<file path="src/verilog/atc_pkg.sv">
////////////////////////////////////////////////////////////////////////////
// Tower controller definitions
// One-byte message format, message type codes, plane ID and runway sizes
////////////////////////////////////////////////////////////////////////////

package atc_pkg;

  // Plane identifier
  typedef logic [3:0] plane_id_t;

  // Request codes in the lower half, reply codes in the upper half
  typedef enum logic [2:0] {
    T_REQUEST   = 3'd0,
    T_DECLARE   = 3'd1,
    T_EMERGENCY = 3'd2,
    T_ID_PLEASE = 3'd3,
    T_HOLD      = 3'd4,
    T_CLEAR     = 3'd5,
    T_DIVERT    = 3'd6,
    T_SAY_AGAIN = 3'd7
  } msg_type_t;

  // Action bit
  //   request  takeoff (0) or landing (1)
  //   declare  runway number, also in a clear
  //   ID reply set when no ID was free
  typedef struct packed {
    plane_id_t plane_id;
    msg_type_t msg_type;
    logic      msg_action;
  } msg_t;

  localparam int NUM_IDS     = 2 ** $bits(plane_id_t);
  localparam int NUM_RUNWAYS = 2;

  // One runway lock
  typedef struct packed {
    plane_id_t owner;
    logic      active;
  } runway_t;

endpackage : atc_pkg

</file>
<file path="src/verilog/atc_top.sv">
////////////////////////////////////////////////////////////////////////////
// Airport tower controller
// Request buffer, request sequencer and reply sender
////////////////////////////////////////////////////////////////////////////

`timescale 1ns/1ps

module atc_top import atc_pkg::*; #(
  parameter int QUEUE_DEPTH = 8,
  parameter int MSG_DEPTH   = 4
) (
  input  logic                   clock,
  input  logic                   reset,
  input  msg_t                   request_data,
  input  logic                   request_valid,
  input  logic                   reply_ready,
  output msg_t                   reply_data,
  output logic                   reply_send,
  output logic [NUM_RUNWAYS-1:0] runway_active
);

  msg_t request_msg;
  logic request_empty;
  logic request_read;
  msg_t reply_msg;
  logic reply_write;
  logic reply_full;

  // Bytes arriving while full are dropped
  msg_fifo #(.payload_t(msg_t), .DEPTH(MSG_DEPTH)) request_buffer (
    .clock(clock), .reset(reset),
    .data_in(request_data), .write(request_valid), .read(request_read),
    .data_out(request_msg), .full(), .empty(request_empty)
  );

  request_sequencer #(.QUEUE_DEPTH(QUEUE_DEPTH)) sequencer (
    .clock(clock), .reset(reset),
    .request(request_msg), .request_empty(request_empty),
    .request_read(request_read),
    .reply_msg(reply_msg), .reply_write(reply_write), .reply_full(reply_full),
    .runway_active(runway_active)
  );

  reply_sender #(.MSG_DEPTH(MSG_DEPTH)) sender (
    .clock(clock), .reset(reset),
    .reply_msg(reply_msg), .reply_write(reply_write), .reply_full(reply_full),
    .reply_ready(reply_ready), .reply_data(reply_data), .reply_send(reply_send)
  );

endmodule : atc_top

</file>
<file path="src/verilog/id_pool.sv">
////////////////////////////////////////////////////////////////////////////
// Plane ID pool
// One taken bit per ID, offers the lowest free ID
////////////////////////////////////////////////////////////////////////////

`timescale 1ns/1ps

module id_pool import atc_pkg::*; (
  input  logic               clock,
  input  logic               reset,
  input  plane_id_t          release_id,
  input  logic               release_en,
  input  logic               take,
  output plane_id_t          free_id,
  output logic [NUM_IDS-1:0] taken,
  output logic               pool_full
);

  assign pool_full = &taken;

  // Priority search, lowest clear bit wins
  always_comb begin
    free_id = '0;
    for (int i = NUM_IDS - 1; i >= 0; i--) begin
      if (!taken[i]) free_id = plane_id_t'(i);
    end
  end

  always_ff @(posedge clock) begin
    if (reset) begin
      taken <= '0;
    end else if (release_en) begin
      taken[release_id] <= 1'b0;
    end else if (take && !pool_full) begin
      taken[free_id] <= 1'b1;
    end
  end

endmodule : id_pool

</file>
<file path="src/verilog/msg_fifo.sv">
////////////////////////////////////////////////////////////////////////////
// Message FIFO
// Circular buffer of any payload type, with a registered read port
////////////////////////////////////////////////////////////////////////////

`timescale 1ns/1ps

module msg_fifo #(
  parameter type payload_t = logic [7:0],
  parameter int  DEPTH     = 4
) (
  input  logic     clock,
  input  logic     reset,
  input  payload_t data_in,
  input  logic     write,
  input  logic     read,
  output payload_t data_out,
  output logic     full,
  output logic     empty
);

  localparam int PTR_W   = (DEPTH > 1) ? $clog2(DEPTH) : 1;
  localparam int COUNT_W = $clog2(DEPTH + 1);

  payload_t             mem [DEPTH];
  logic [PTR_W-1:0]     put_ptr;
  logic [PTR_W-1:0]     get_ptr;
  logic [COUNT_W-1:0]   count;
  logic                 do_read;
  logic                 do_write;

  function automatic logic [PTR_W-1:0] next_ptr(input logic [PTR_W-1:0] ptr);
    return (ptr == PTR_W'(DEPTH - 1)) ? '0 : ptr + 1'b1;
  endfunction

  assign empty = (count == '0);
  assign full  = (count == COUNT_W'(DEPTH));

  // A pop frees a slot for a push in the same cycle
  assign do_read  = read && !empty;
  assign do_write = write && (!full || do_read);

  always_ff @(posedge clock) begin
    if (reset) begin
      put_ptr <= '0;
      get_ptr <= '0;
      count   <= '0;
    end else begin
      if (do_read) get_ptr <= next_ptr(get_ptr);
      if (do_write) put_ptr <= next_ptr(put_ptr);
      if (do_write && !do_read) count <= count + 1'b1;
      else if (do_read && !do_write) count <= count - 1'b1;
    end
  end

  always_ff @(posedge clock) begin
    if (do_write) mem[put_ptr] <= data_in;
    if (do_read) data_out <= mem[get_ptr];
  end

endmodule : msg_fifo

</file>
<file path="src/verilog/reply_sender.sv">
////////////////////////////////////////////////////////////////////////////
// Reply sender
// Buffers replies and hands them out one pulse at a time
////////////////////////////////////////////////////////////////////////////

`timescale 1ns/1ps

module reply_sender import atc_pkg::*; #(
  parameter int MSG_DEPTH = 4
) (
  input  logic clock,
  input  logic reset,
  input  msg_t reply_msg,
  input  logic reply_write,
  output logic reply_full,
  input  logic reply_ready,
  output msg_t reply_data,
  output logic reply_send
);

  typedef enum logic {
    WAIT,
    SEND
  } state_t;

  state_t state;
  logic   pop;
  logic   reply_empty;

  msg_fifo #(.payload_t(msg_t), .DEPTH(MSG_DEPTH)) reply_buffer (
    .clock(clock), .reset(reset),
    .data_in(reply_msg), .write(reply_write), .read(pop),
    .data_out(reply_data), .full(reply_full), .empty(reply_empty)
  );

  // Head lands in reply_data on the pop edge, pulse follows
  assign pop        = (state == WAIT) && reply_ready && !reply_empty;
  assign reply_send = (state == SEND);

  always_ff @(posedge clock) begin
    if (reset) state <= WAIT;
    else if (pop) state <= SEND;
    else state <= WAIT;
  end

endmodule : reply_sender

</file>
<file path="src/verilog/request_sequencer.sv">
////////////////////////////////////////////////////////////////////////////
// Request sequencer
// Interprets requests, keeps the takeoff and landing queues and clears
// queued planes onto free runways
////////////////////////////////////////////////////////////////////////////

`timescale 1ns/1ps

module request_sequencer import atc_pkg::*; #(
  parameter int QUEUE_DEPTH = 8
) (
  input  logic                   clock,
  input  logic                   reset,
  input  msg_t                   request,
  input  logic                   request_empty,
  output logic                   request_read,
  output msg_t                   reply_msg,
  output logic                   reply_write,
  input  logic                   reply_full,
  output logic [NUM_RUNWAYS-1:0] runway_active
);

  typedef enum logic [2:0] {
    IDLE,
    INTERPRET,
    REPLY,
    CHECK_QUEUES,
    CLEAR_TAKEOFF,
    CLEAR_LANDING,
    SEND_CLEAR
  } state_t;

  state_t             state;
  state_t             next_state;
  logic               push_takeoff;
  logic               push_landing;
  logic               pop_takeoff;
  logic               pop_landing;
  plane_id_t          takeoff_head;
  plane_id_t          landing_head;
  logic               takeoff_full;
  logic               takeoff_empty;
  logic               landing_full;
  logic               landing_empty;
  logic               take_plane;
  logic               release_plane;
  plane_id_t          free_id;
  logic [NUM_IDS-1:0] taken;
  logic               pool_full;
  logic               runway_sel;
  logic               lock;
  logic               unlock;
  plane_id_t          lock_id;
  runway_t            runway [NUM_RUNWAYS];
  logic               clear_runway;
  logic               owns_runway;
  logic               both_waiting;
  logic               start_clear;
  logic               takeoff_first;
  logic               toggle_order;
  logic               reply_load;
  msg_t               next_reply;

  ////////////////////////////////////////////////////////////////////////////
  // Queues, ID pool and runway locks
  ////////////////////////////////////////////////////////////////////////////

  msg_fifo #(.payload_t(plane_id_t), .DEPTH(QUEUE_DEPTH)) takeoff_queue (
    .clock(clock), .reset(reset),
    .data_in(request.plane_id), .write(push_takeoff), .read(pop_takeoff),
    .data_out(takeoff_head), .full(takeoff_full), .empty(takeoff_empty)
  );

  msg_fifo #(.payload_t(plane_id_t), .DEPTH(QUEUE_DEPTH)) landing_queue (
    .clock(clock), .reset(reset),
    .data_in(request.plane_id), .write(push_landing), .read(pop_landing),
    .data_out(landing_head), .full(landing_full), .empty(landing_empty)
  );

  id_pool ids (
    .clock(clock), .reset(reset),
    .release_id(request.plane_id), .release_en(release_plane), .take(take_plane),
    .free_id(free_id), .taken(taken), .pool_full(pool_full)
  );

  runway_locks locks (
    .clock(clock), .reset(reset),
    .runway_sel(runway_sel), .lock(lock), .lock_id(lock_id),
    .unlock(unlock), .unlock_id(request.plane_id),
    .runway(runway), .runway_active(runway_active)
  );

  // Lowest free runway for a clear
  assign clear_runway = runway_active[0];
  assign runway_sel   = (state == INTERPRET) ? request.msg_action : clear_runway;
  assign lock_id      = (state == CLEAR_TAKEOFF) ? takeoff_head : landing_head;
  assign owns_runway  = runway[request.msg_action].active &&
                        (runway[request.msg_action].owner == request.plane_id);
  assign both_waiting = !takeoff_empty && !landing_empty;

  ////////////////////////////////////////////////////////////////////////////
  // Control FSM
  ////////////////////////////////////////////////////////////////////////////

  always_comb begin
    next_state    = state;
    request_read  = 1'b0;
    reply_write   = 1'b0;
    reply_load    = 1'b0;
    push_takeoff  = 1'b0;
    push_landing  = 1'b0;
    pop_takeoff   = 1'b0;
    pop_landing   = 1'b0;
    take_plane    = 1'b0;
    release_plane = 1'b0;
    lock          = 1'b0;
    unlock        = 1'b0;
    start_clear   = 1'b0;
    toggle_order  = 1'b0;
    // Most replies echo the sender's ID
    next_reply.plane_id   = request.plane_id;
    next_reply.msg_type   = T_SAY_AGAIN;
    next_reply.msg_action = 1'b0;

    case (state)
      IDLE: begin
        if (!request_empty) begin
          request_read = 1'b1;
          next_state   = INTERPRET;
        end else begin
          start_clear = 1'b1;
        end
      end

      INTERPRET: begin
        case (request.msg_type)
          T_REQUEST: begin
            if (!taken[request.plane_id]) begin
              next_state = CHECK_QUEUES;
            end else begin
              next_state = REPLY;
              reply_load = 1'b1;
              if (request.msg_action ? landing_full : takeoff_full) begin
                next_reply.msg_type = T_DIVERT;
                release_plane       = 1'b1;
              end else begin
                next_reply.msg_type = T_HOLD;
                push_takeoff        = !request.msg_action;
                push_landing        = request.msg_action;
              end
            end
          end
          T_DECLARE: begin
            next_state = CHECK_QUEUES;
            if (taken[request.plane_id]) begin
              unlock        = 1'b1;
              release_plane = owns_runway;
            end
          end
          T_ID_PLEASE: begin
            next_state          = REPLY;
            reply_load          = 1'b1;
            next_reply.msg_type = T_ID_PLEASE;
            if (pool_full) begin
              next_reply.plane_id   = '0;
              next_reply.msg_action = 1'b1;
            end else begin
              next_reply.plane_id = free_id;
              take_plane          = 1'b1;
            end
          end
          // Emergency and reply codes get say again
          default: begin
            next_state = REPLY;
            reply_load = 1'b1;
          end
        endcase
      end

      REPLY: begin
        if (!reply_full) begin
          reply_write = 1'b1;
          next_state  = CHECK_QUEUES;
        end
      end

      CHECK_QUEUES: start_clear = 1'b1;

      CLEAR_TAKEOFF, CLEAR_LANDING: begin
        lock                  = 1'b1;
        reply_load            = 1'b1;
        next_reply.plane_id   = lock_id;
        next_reply.msg_type   = T_CLEAR;
        next_reply.msg_action = clear_runway;
        next_state            = SEND_CLEAR;
      end

      SEND_CLEAR: begin
        if (!reply_full) begin
          reply_write = 1'b1;
          next_state  = IDLE;
        end
      end

      default: next_state = IDLE;
    endcase

    // Pop a queue when a runway is free, alternating when both wait
    if (start_clear) begin
      next_state = IDLE;
      if (runway_active != '1) begin
        if (both_waiting) begin
          toggle_order = 1'b1;
          pop_takeoff  = takeoff_first;
          pop_landing  = !takeoff_first;
        end else begin
          pop_takeoff = !takeoff_empty;
          pop_landing = !landing_empty;
        end
        if (pop_takeoff) next_state = CLEAR_TAKEOFF;
        else if (pop_landing) next_state = CLEAR_LANDING;
      end
    end
  end

  always_ff @(posedge clock) begin
    if (reset) begin
      state         <= IDLE;
      takeoff_first <= 1'b0;
    end else begin
      state <= next_state;
      if (toggle_order) takeoff_first <= !takeoff_first;
    end
  end

  always_ff @(posedge clock) begin
    if (reply_load) reply_msg <= next_reply;
  end

endmodule : request_sequencer

</file>
<file path="src/verilog/runway_locks.sv">
////////////////////////////////////////////////////////////////////////////
// Runway locks
// Active bit and owning plane per runway, only the owner can unlock
////////////////////////////////////////////////////////////////////////////

`timescale 1ns/1ps

module runway_locks import atc_pkg::*; (
  input  logic                   clock,
  input  logic                   reset,
  input  logic                   runway_sel,
  input  logic                   lock,
  input  plane_id_t              lock_id,
  input  logic                   unlock,
  input  plane_id_t              unlock_id,
  output runway_t                runway [NUM_RUNWAYS],
  output logic [NUM_RUNWAYS-1:0] runway_active
);

  always_comb begin
    for (int r = 0; r < NUM_RUNWAYS; r++) begin
      runway_active[r] = runway[r].active;
    end
  end

  always_ff @(posedge clock) begin
    if (reset) begin
      for (int r = 0; r < NUM_RUNWAYS; r++) begin
        runway[r].active <= 1'b0;
      end
    end else if (lock) begin
      runway[runway_sel].owner  <= lock_id;
      runway[runway_sel].active <= 1'b1;
    end else if (unlock) begin
      // Someone else's declare leaves the lock in place
      if (runway[runway_sel].owner == unlock_id) begin
        runway[runway_sel].active <= 1'b0;
      end
    end
  end

endmodule : runway_locks
</file>
<file path="config.mk">
export PLATFORM = sky130hd
export DESIGN_NAME = atc_top
export DESIGN_NICKNAME = d
export VERILOG_FILES = /design/src/verilog/atc_pkg.sv /design/src/verilog/atc_top.sv /design/src/verilog/id_pool.sv /design/src/verilog/msg_fifo.sv /design/src/verilog/reply_sender.sv /design/src/verilog/request_sequencer.sv /design/src/verilog/runway_locks.sv
export SDC_FILE = /design/constraint.sdc
export NUM_CORES = 1
export LEC_CHECK = 0
export ABC_AREA = 1
export BUFFER_PORTS_ARGS = -buffer_cell sky130_fd_sc_hd__buf_2
export CAP_MARGIN = 10
export CELL_PAD_IN_SITES_DETAIL_PLACEMENT = 0
export CELL_PAD_IN_SITES_GLOBAL_PLACEMENT = 1
export CORE_UTILIZATION = 49
export DETAILED_ROUTE_END_ITERATION = 10
export PLACE_DENSITY_LB_ADDON = 0.1
export SKIP_LAST_GASP = 1
export SYNTH_ARGS = -nofsm -noshare
export SYNTH_HDL_FRONTEND = slang
export SYNTH_HIERARCHICAL = 1
export SYNTH_SLANG_ARGS = --single-unit
</file>
<file path="constraint.sdc">
create_clock -name clock -period 3.3 [get_ports clock]
set_input_delay 0.99 -clock clock [delete_from_list [all_inputs] [get_ports clock]]
set_output_delay 0.99 -clock clock [all_outputs]
set_load 0.02 [all_outputs]
</file>
# ---- Word level (Yosys, flattened, before mapping)
# Memory sizes are Yosys's and may differ from the RTL's. A register that Yosys moved wholly into a read port is not among the register bits.
# Index checks and enable logic that the tools add are counted.
# Widths: inputs -> output; s select.
dict set report op_classes {
  order_cmp 7
  reduce_logical 66
  n_mux 127
  n_mul 0
  n_shift 0
  n_bitwise 7
  addsub 16
  n_eq_ne 27
  div_mod_pow 0
}
# op n
set ops {}
lappend ops {{$mux 4} 23}
lappend ops {{$mux 1} 55}
lappend ops {{$mux 3} 16}
lappend ops {{$mux 5} 7}
lappend ops {{$mux 16} 2}
lappend ops {{$bwmux 10} 3}
lappend ops {{$mux 10} 3}
lappend ops {{$eq 3x3->1 const B} 9}
lappend ops {{$logic_and 1x1->1} 24}
lappend ops {{$logic_not 1->1} 19}
lappend ops {{$add 3x1->3 const B} 6}
lappend ops {{$pmux 3 s6} 1}
lappend ops {{$and 16x16->16} 1}
lappend ops {{$not 16->16} 1}
lappend ops {{$or 16x16->16} 1}
lappend ops {{$pmux 8 s2} 1}
lappend ops {{$reduce_and 16->1} 1}
lappend ops {{$reduce_bool 2->1} 7}
lappend ops {{$logic_not 3->1} 4}
lappend ops {{$pmux 3 s2} 2}
lappend ops {{$demux 5 s1} 2}
lappend ops {{$lt 4x5->1 const B} 2}
lappend ops {{$mux 2} 5}
lappend ops {{$eq 3x2->1 const B} 3}
lappend ops {{25 further kinds} 52}
dict set report totals {
  word_cells 277
  register_bits 73
  mem_count 4
  latch_bits 0
  mem_bits_ro 0
  out_inout_bits 11
  ram_bits 128
}
# name depth word_bits rd rd_ports_with_merged_regs wr line_no
set memory_table {}
lappend memory_table {request_buffer.mem 4 8 1 1 1 msg_fifo.sv:25} ;# payload_t mem [DEPTH];
lappend memory_table {sender.reply_buffer.mem 4 8 1 1 1 msg_fifo.sv:25}
lappend memory_table {sequencer.landing_queue.mem 8 4 1 1 1 msg_fifo.sv:25}
lappend memory_table {sequencer.takeoff_queue.mem 8 4 1 1 1 msg_fifo.sv:25}

# ---- Depth between registers and ports, before layout
# Gate-level depths: netlist (run 1).
dict set report depth {
  word_depth 23
  ltp_mapped 23
  ltp_nobuf 22
}

# ---- Modules after synthesis
# Netlist (run 1), hierarchy kept.
# mod cells_each area_each_um2 seq_area_each_um2 n_inst
set by_module_without_submodules {}
lappend by_module_without_submodules {{msg_fifo (sequencer.landing_queue ...)} 201 2077.0 1281.2 2}
lappend by_module_without_submodules {{msg_fifo (request_buffer ...)} 156 1904.3 1341.3 2}
lappend by_module_without_submodules {request_sequencer 181 1147.4 320.3 1}
lappend by_module_without_submodules {id_pool 161 1083.5 320.3 1}
lappend by_module_without_submodules {runway_locks 70 566.8 280.3 1}
lappend by_module_without_submodules {reply_sender 6 47.5 20.0 1}

# ---- Least setup slack after synthesis (run 1)
# Ideal clock, no wire load.
dict set report synth_timing {
  kind {register to register}
  from {reg request_buffer/data_out[4] (netlist name)}
  to {reg sequencer.landing_queue.count[3]}
  setup_ps 109
  t_arrival_ps 2774
  path_stages_with_launch 23
  path_slack_ps 417
  cell_sequence {edfxtp_1 > buf_6 > inv_8 > nand2_1 > nand3_1 > nand3_1 > nand3_1 > nand2_2 > nand2_2 > nor2_2 > nand2_2 > nor3_2 > nand2_4 > inv_4 > ha_1 > inv_1 > ha_1 > a21oi_1 > nand2_1 > nand2_1 > nand3_1 > nand2_1 > inv_1}
}
dict set report synth_between {
  elab_chain_len 9
  elab_cells_between_ends 11
  cone_classes {mux: 6; reduce/logical: 5}
}
# item line_no
set synth_lines {}
lappend synth_lines {{$bmux 1 s4 (*)} request_sequencer.sv:138} ;# if (!taken[request.plane_id]) begin
lappend synth_lines {{$mux 1 (implied by the code) (*)} request_sequencer.sv:138}
lappend synth_lines {{$mux 1 (*)} request_sequencer.sv:138}
lappend synth_lines {{$mux 1 (*)} request_sequencer.sv:136} ;# case (request.msg_type)
lappend synth_lines {{$mux 1 (*)} request_sequencer.sv:125} ;# case (state)
lappend synth_lines {{net sequencer.push_landing} request_sequencer.sv:36} ;# logic push_landing;
lappend synth_lines {{$logic_and 1x1->1 (*)} msg_fifo.sv:41} ;# assign do_write = write && (!full || do_read);
lappend synth_lines {{net sequencer.landing_queue.do_write} msg_fifo.sv:30} ;# logic do_write;
lappend synth_lines {{$logic_not 1->1} msg_fifo.sv:52} ;# else if (do_read && !do_write) count <= count - 1'b1;
lappend synth_lines {{$logic_and 1x1->1} msg_fifo.sv:52}
lappend synth_lines {{$reduce_bool 2->1 (no source line)} -}
lappend synth_lines {{end signal: assignment} msg_fifo.sv:51} ;# if (do_write && !do_read) count <= count + 1'b1;
lappend synth_lines {{end signal: assignment} msg_fifo.sv:52}
lappend synth_lines {{end: declaration} msg_fifo.sv:28} ;# logic [COUNT_W-1:0] count;
# The timed path passes the listed nets; every way through them passes the cells marked *. The select of a mux whose other input is x is not followed.
# A chain may end at the register's enable or synchronous reset.

# ---- Worst setup path in the final report (run 1)
dict set report layout_timing {
  from {reg sequencer.landing_queue.count[0]}
  to {reg sequencer.ids.taken[11]}
}
dict set report layout_between {
  elab_chain_len 7
  elab_cells_between_ends 8
  cone_classes {eq/ne: 1; mux: 6; reduce/logical: 1}
}
# item line_no
set layout_lines {}
lappend layout_lines {{$eq 4x4->1 (*)} msg_fifo.sv:37} ;# assign full = (count == COUNT_W'(DEPTH));
lappend layout_lines {{net sequencer.landing_full} request_sequencer.sv:43} ;# logic landing_full;
lappend layout_lines {{$mux 1 (*) (2 in a row)} request_sequencer.sv:143} ;# if (request.msg_action ? landing_full : takeoff_full) begin
lappend layout_lines {{$mux 1 (*)} request_sequencer.sv:138}
lappend layout_lines {{$pmux 1 s2 (*)} request_sequencer.sv:136}
lappend layout_lines {{$mux 1 (*)} request_sequencer.sv:125}
lappend layout_lines {{net sequencer.release_plane} request_sequencer.sv:46} ;# logic release_plane;
lappend layout_lines {{$mux 16 or $reduce_bool 2->1 (tied branches)} -}
lappend layout_lines {{end signal: assignment} id_pool.sv:31} ;# taken <= '0;
lappend layout_lines {{end signal: indexed assignment} id_pool.sv:33} ;# taken[release_id] <= 1'b0;
lappend layout_lines {{end signal: indexed assignment} id_pool.sv:35} ;# taken[free_id] <= 1'b1;
lappend layout_lines {{end: declaration} id_pool.sv:15} ;# output logic [NUM_IDS-1:0] taken,
# The timed path passes the listed nets; every way through them passes the cells marked *.

==> metrics.yaml, run 1 <==
status:
  status: "completed"
timing:
  skew_ns: 0.01485
  slew_viol_final: 0
  fin_crit_sh_pct: 90.49
  setup-tns-final_ns: 0
  rsz0062_at_grt: "no"
  slew_headroom_pct: 39.90
  setup_viol: 0
  hold_viol: 0
  tightest_slew_ns: 0.8933
  max_freq_mhz: 334.9
  fin_crit_ns: 2.986
route:
  dr.pass1.iters: 5
  num_vias: 7554
  drt_iter0_drc: 399
  drc: 0
  drtAntennaViolNets: 0
  wirelength_um: 22000
  wire_per_inst_um: 14.98
  via_per_inst: 5.142
global_route:
  grt_max_degree: 26
  grt_pass1_wl_um: 35910
  grt_remaining_overflow: 0
  antenna_found_initial: 0
  grt_pass1_vias: 7088
  grt_usage_pct: 20.38
setup_path:
  cp_cell_sequence: "nor4_1, o21ai_0, a21oi_1, nor2_1, nor2_1, inv_1, nand2_1, inv_2, nor3_2, nand4_1, a21oi_1"
  cp_slowest_cell: "nor4_1"
  critPathArrivalTime_ns: 3.43
  r2r-end: "sequencer/ids/taken[11]"
  critPathCaptureType: "flip-flop"
  critPathKind: "reg -> reg"
  worstRegToRegCells: 11
  reg2reg_slack_ns: 0.31
  cp_slowest_stage_delay_ns: 0.79
  r2r-start: "sequencer/landing_queue/count[0]"
  worstPathRequired_ns: 3.74
  path_max_fanout: 5
  crit_path_start_kind: "flip-flop"
clock_network:
  numCtsBuffers: 25
  clockBufferDepth: 3
  clk_latency_ns: 0.51
  h-tree-depth: 1
  clkTransAtPathRegs_ns: 0.06
  cts_hold_buf: 0
  cts.sink_count: 225
  root_buffer: "clkbuf_16"
  cts_tree: "built"
layout:
  final_nets: 1218
  nFillCells: 1913
  antenna_cells: 0
  area.growth.synth_to_final_pct: 10.94
  finalNonFillerCells: 1469
  multi_input_comb_area_sq_um: 3764
  regArea_sq_um: 6186
  drive_gt1_share_pct: 13.07
placed_design:
  place_inst: 1421
  dpl.hpwl_um: 15640
  port_buffers: 22
  gp_congestion: 0.8022
power_and_ir_drop:
  p_per_area_nw_per_um2: 701.5
  p_leak_nw: 4.690
  ir_drop_mv: 0.5508
logic_synthesis:
  synth_nets: 1173
  synthCells: 1131
  syn_area_per_cell_sq_um: 9.552
  ys_warn_count: 6
  synthesis.area_sq_um: 10800
worst_hold_path:
  hold_class: "reg -> reg"
  hold_end: "sender/reply_buffer/mem[3][6]"
  whs_path_depth: 0
  hold_start: "sequencer/reply_msg[6]"
floorplan:
  dieWidth_um: 150.5
  die_area_sq_um: 22640
  core_sq_um: 21290
  boundaryPins: 23
  die_h_um: 150.5
  start_util_pct: 50.75
  rows: 53
run:
  drv_cap: 0
## worst max-delay path: cells and delay by family, from the launching register on
| kind | cells | cell delay (ns) |
|---|---|---|
| flip-flops | 1 | 0.37 |
| buffers and inverters | 2 | 0.22 |
| AND/OR/NAND/NOR | 6 | 1.67 |
| AO/OA/AOI/OAI | 3 | 0.64 |
## layout by cell type, fill, tap and decap left out, drive strengths merged
cell and count:
xor2 9, nor3b 1, buf 45, mux2i 2, a21oi 51, clkbuf 35
or2 3, nor3 8, nor4 3, o21ai 116, a211oi 2, nand2 184
nand4 11, nand3 63, a31oi 6, nand3b 5, inv 158, ha 26
o31ai 1, fa 4, dfxtp 57, clkinv 7, o22ai 17, edfxtp 168
nor2 206, bufinv 2, mux2 4
## state kept, by name, summed over array words and instances, names as in the netlist, 4 cells and up
| register | count |
|---|---|
| sequencer/landing_queue/count | 4 |
| sender/reply_buffer/mem | 32 |
| sequencer/takeoff_queue/count | 4 |
| sequencer/locks/runway | 10 |
| sequencer/ids/taken | 16 |
| sequencer/landing_queue/data_out | 4 |
| sender/reply_buffer/data_out | 8 |
| sequencer/takeoff_queue/mem | 32 |
| sequencer/takeoff_queue/data_out | 4 |
| sequencer/reply_msg | 8 |
| request_buffer/data_out | 8 |
| sequencer/landing_queue/mem | 32 |
| request_buffer/mem | 32 |
## worst max path at each step
stage                                                   to                              from  slack [ns]  depth (start not counted)
final                              sequencer/ids/taken[11]  sequencer/landing_queue/count[0]        0.31                         11
after floorplan           sequencer/landing_queue/count[3]        request_buffer/data_out[4]        0.42                         22
after detailed placement  sequencer/landing_queue/count[3]        request_buffer/data_out[4]        0.21                         22
after CTS                 sequencer/landing_queue/count[3]        request_buffer/data_out[4]        0.17                         22
after global placement    sequencer/landing_queue/count[3]        request_buffer/data_out[4]        0.27                         22
after global routing      sequencer/landing_queue/count[3]        request_buffer/data_out[4]        0.05                         23
## report_power, final
part | switching [mW] | leakage (nW) | internal, mW
Clock | 1.07 | 0.378 | 1.59
Combinational | 1.30 | 2.34 | 0.661
Sequential | 0.268 | 1.98 | 3.52
Total | 2.63 | 4.69 | 5.77
## metal layers
| metal | part of all wire (%) | track usage [%] | wire, um |
|---|---|---|---|
| met3 | 3.8 | 2.606 | 845 |
| met1 | 48 | 28.50 | 10550 |
| met5 | 0 | 0 | 0 |
| met2 | 47 | 33.53 | 10280 |
| met4 | 1.5 | 5.152 | 330 |
## repair_timing
action / CTS / global route
resized for setup: 0 / 1
endpoints found under the setup margin: 0 / 3
setup buffers: 0 / 3
endpoints found under the hold margin: 0 / 0
## final cells by class
| class | count | share of cell area (%) |
|---|---|---|
| Timing Repair Buffer | 45 | 2.464 |
| Tap cell | 275 | 2.871 |
| Multi-Input combinational cell | 722 | 31.40 |
| Sequential cell | 225 | 51.61 |
| Clock buffer | 35 | 5.700 |
| Clock inverter | 10 | 0.8038 |
| Inverter | 157 | 5.147 |
## per-stage QoR
stage | power (mW) | setup WS, ns | cell area [sq um] | hold slack, ns | utilization [%]
finish | 8.408 | 0.3139 | 11990 | 0.4989 | 56.30
detailed placement | 5.781 | 0.2108 | 11160 | 0.4913 | 52.45
floorplan | 5.208 | 0.4171 | 10800 | 0.4587 | -
global placement | 5.759 | 0.2724 | 11160 | 0.4812 | 52.45
CTS | 8.455 | 0.1663 | 11940 | 0.5007 | 56.11
global route | 8.888 | 0.05348 | 11990 | 0.5274 | 56.30
Power figures use the tool's default switching activity.
==> inputs of run 2 (changes only) <==
--- a/config.mk
+++ b/config.mk
@@ -11,4 +11,5 @@
 export CELL_PAD_IN_SITES_DETAIL_PLACEMENT = 0
 export CELL_PAD_IN_SITES_GLOBAL_PLACEMENT = 1
+export CORE_MARGIN = 2
 export CORE_UTILIZATION = 49
 export DETAILED_ROUTE_END_ITERATION = 10
==> constraint.sdc (replaced) <==
create_clock -name clock -period 3.3 [get_ports clock]
set_input_delay 0.165 -clock clock [delete_from_list [all_inputs] [get_ports clock]]
set_output_delay 0.165 -clock clock [all_outputs]
set_load 0.02 [all_outputs]
==> run 2 against run 1 <==
Net effect:
- worst setup slack improved by 0.032 ns
- critical path type unchanged
- worst hold slack got worse by 0.34 ns
- largest cell class unchanged
- core utilization fell by 0.66 points
- sequential share of layout area fell by 0.51 points
- wire length barely moved
- cell area rose by 1.0%
- die area rose by 2.7%
- critical endpoint is now sequencer/landing_queue/count[3]
- total power fell by 0.65%
==> metrics.yaml, run 2 (synthesized netlist as in run 1, its figures left out) <==
timing:
  hold_viol: 0  # unchanged
  postLayoutSetupSlackWorst_ns: 0.3459  # +0.03200 ns
  tightest_slew_ns: 0.7482  # -0.1451 ns
  fin_crit_ns: 2.954  # -0.03200 ns
  setup-tns-final_ns: 0  # unchanged
  fin_crit_sh_pct: 89.52  # -0.97 points
  rsz0062_at_grt: "no"
  setup_viol: 0  # unchanged
  slew_headroom_pct: 49.94  # +10 points
  skew_ns: 0.01424  # -0.0006039 ns
  slew_viol_final: 0  # unchanged
  max_freq_mhz: 338.5  # +1.1%
power_and_ir_drop:
  p_comb_share_pct: 23.7  # +0.4 points
  p_clk_share_pct: 31.2  # -0.4 points
  p_leak_nw: 4.757  # +1.4%
  swShare_pct: 31.14  # -0.19 points
  p_per_area_nw_per_um2: 690.0  # -1.6%
  intPower_mw: 5.752  # -0.38%
  ir_drop_mv: 0.4790  # -13%
  p_sw_mw: 2.601  # -1.3%
  seq_power_share_pct: 45.1  # about the same
setup_path:
  crit_path_frequent_cell: "nand2_1"
  reg2reg_slack_ns: 0.35  # +0.03 ns
  cp_cell_sequence: "buf_12, inv_8, nand2_1, nand2_1, nand2_1, nand3_1, nand3_1, nand2_2, nand2_2, nor2_2, nand2_2, nor3_2, nand2_4, inv_4, ha_1, inv_1, ha_1, a21oi_1, nand2_1, nand2_1, nand3_1, nand2_1, inv_1"
  path_max_fanout: 9  # +4
  worstRegToRegCells: 23  # +12
  worstPathRequired_ns: 3.70  # -0.04 ns
  critPathKind: "reg -> reg"
  cp_slowest_cell: "edfxtp_1"
  cp-startpoint: "request_buffer/data_out[4]"
  cp_slowest_stage_delay_ns: 0.43  # -0.36 ns
  crit_path_start_kind: "flip-flop"
  r2r-end: "sequencer/landing_queue/count[3]"
  r2r-start: "request_buffer/data_out[4]"
  critPathCaptureType: "flip-flop"
  critPathArrivalTime_ns: 3.36  # -0.07 ns
floorplan:
  die_h_um: 152.5  # +1.3%
  dieWidth_um: 152.5  # +1.3%
  die_area_sq_um: 23250  # +2.7%
  boundaryPins: 23  # unchanged
  core_sq_um: 21760  # +2.2%
  start_util_pct: 49.65  # -1.1 points
  rows: 54  # +1.9%
placed_design:
  port_buffers: 22  # unchanged
  gp_congestion: 0.8194  # +2.1%
  dpl.hpwl_um: 15330  # -2.0%
  place_ws_ns: 0.2151  # +0.004347 ns
route:
  drc: 0  # unchanged
  drt_iter0_drc: 412  # +3.3%
  via_per_inst: 5.091  # -0.99%
  dr.pass1.iters: 4  # -1
  drtAntennaViolNets: 0  # unchanged
  num_vias: 7576  # +0.29%
  wire_per_inst_um: 14.78  # -1.3%
  wirelength_um: 22000  # about the same
global_route:
  grt_remaining_overflow: 0  # unchanged
  grt_pass1_vias: 7146  # +0.82%
  grt.met2_usage_pct: 30.91  # -2.6 points
  met3_usage_pct: 2.617  # +0.011 points
  grt-busiest-layer: "met2"
  grt_usage_pct: 19.00  # -1.4 points
  grt_max_degree: 26  # unchanged
  grt_pass1_wl_um: 36040  # +0.35%
  antenna_found_initial: 0  # unchanged
  use_met1_pct: 27.19  # -1.3 points
layout:
  fin_util_pct: 55.64  # -0.66 points
  antenna_cells: 0  # unchanged
  mostFrequentLayoutCell: "nor2_1"
  final_cell_mix: "199 x nor2_1, 168 x edfxtp_1, 162 x nand2_1"
  final_nets: 1232  # +1.1%
  area.growth.synth_to_final_pct: 12.06
  regArea_sq_um: 6186  # unchanged
  multi_input_comb_area_sq_um: 3757  # -0.17%
  drive_gt1_share_pct: 13.41  # +0.35 points
  nFillCells: 1924  # +0.58%
clock_network:
  h-tree-depth: 1  # unchanged
  clkTransAtPathRegs_ns: 0.06  # about the same
  cts_tree: "built"
  clockBufferDepth: 3  # unchanged
  root_buffer: "clkbuf_16"
  clk_latency_ns: 0.51  # about the same
  numCtsBuffers: 25  # unchanged
  cts.sink_count: 225  # unchanged
status:
  status: "completed"
worst_hold_path:
  hold_end: "sender/reply_buffer/count[0]"
  hold_class: "in -> reg"
  whs_path_depth: 2  # +2
  hold_start: "reset"
run:
  drv_cap: 0  # unchanged
==> run 2: power by group through the flow <==
stage                     Combinational (mW)  Sequential [mW]  Clock, mW
after floorplan                         1.40             3.81          0
after global placement                  1.93             3.84          0
after detailed placement                1.94             3.84          0
after CTS                               1.95             3.78       2.69
after global routing                    2.25             3.81       2.81
final                                   1.98             3.76       2.61
==> run 2: worst max-delay path by stage <==
stage	to	slack (ns)	depth (start not counted)
after global routing	sequencer/takeoff_queue/count[3]	0.07	23
after detailed placement	sequencer/landing_queue/count[3]	0.22	21
final	sequencer/landing_queue/count[3]	0.35	23
after global placement	sequencer/landing_queue/count[3]	0.27	21
after CTS	sequencer/landing_queue/count[3]	0.16	21
after floorplan	sequencer/landing_queue/count[3]	0.42	22
==> run 2: metrics by stage <==
stage | hold WS, ns | instances | instance area (sq um) | power (mW)
2_1_floorplan | 0.2319 | 1131 | 10800 | 5.208
6_report | 0.1545 | 1488 | 12110 | 8.353
3_3_place_gp | 0.3765 | 1432 | 11220 | 5.769
4_1_cts | 0.1556 | 1487 | 12090 | 8.426
3_5_place_dp | 0.3808 | 1432 | 11220 | 5.782
5_1_grt | 0.1802 | 1488 | 12110 | 8.871
==> run 2: cell type report <==
class	instances	share of cell area, %
sequential	225	51.10
multi-input combinational	722	31.04
clock buffer	35	5.561
inverter	157	5.096
timing repair buffer	59	3.514
tap	280	2.894
clock inverter	10	0.7959
==> run 2: timing repair <==
item                                   4_1_cts  5_1_grt
buffers inserted                             0        1
hold buffers                                10        0
resized for setup                            0        0
setup endpoints to repair                    0        4
endpoints found under the hold margin       35        0
==> run 2: worst max-delay path: cells and delay by family (launching register included) <==
kind | cells | cell delay (ns)
simple gates | 15 | 1.28
compound gates | 1 | 0.18
flops | 1 | 0.43
buf+inv | 5 | 0.46
fa+ha+maj | 2 | 0.49
==> run 2: per-layer routing <==
| metal | vias up | share of wire (%) |
|---|---|---|
| met4 | 0 | 1.5 |
| met3 | 29 | 4.0 |
| met1 | 3526 | 48 |
| li1 | 3893 | - |
| met2 | 128 | 46 |
| met5 | - | 0 |
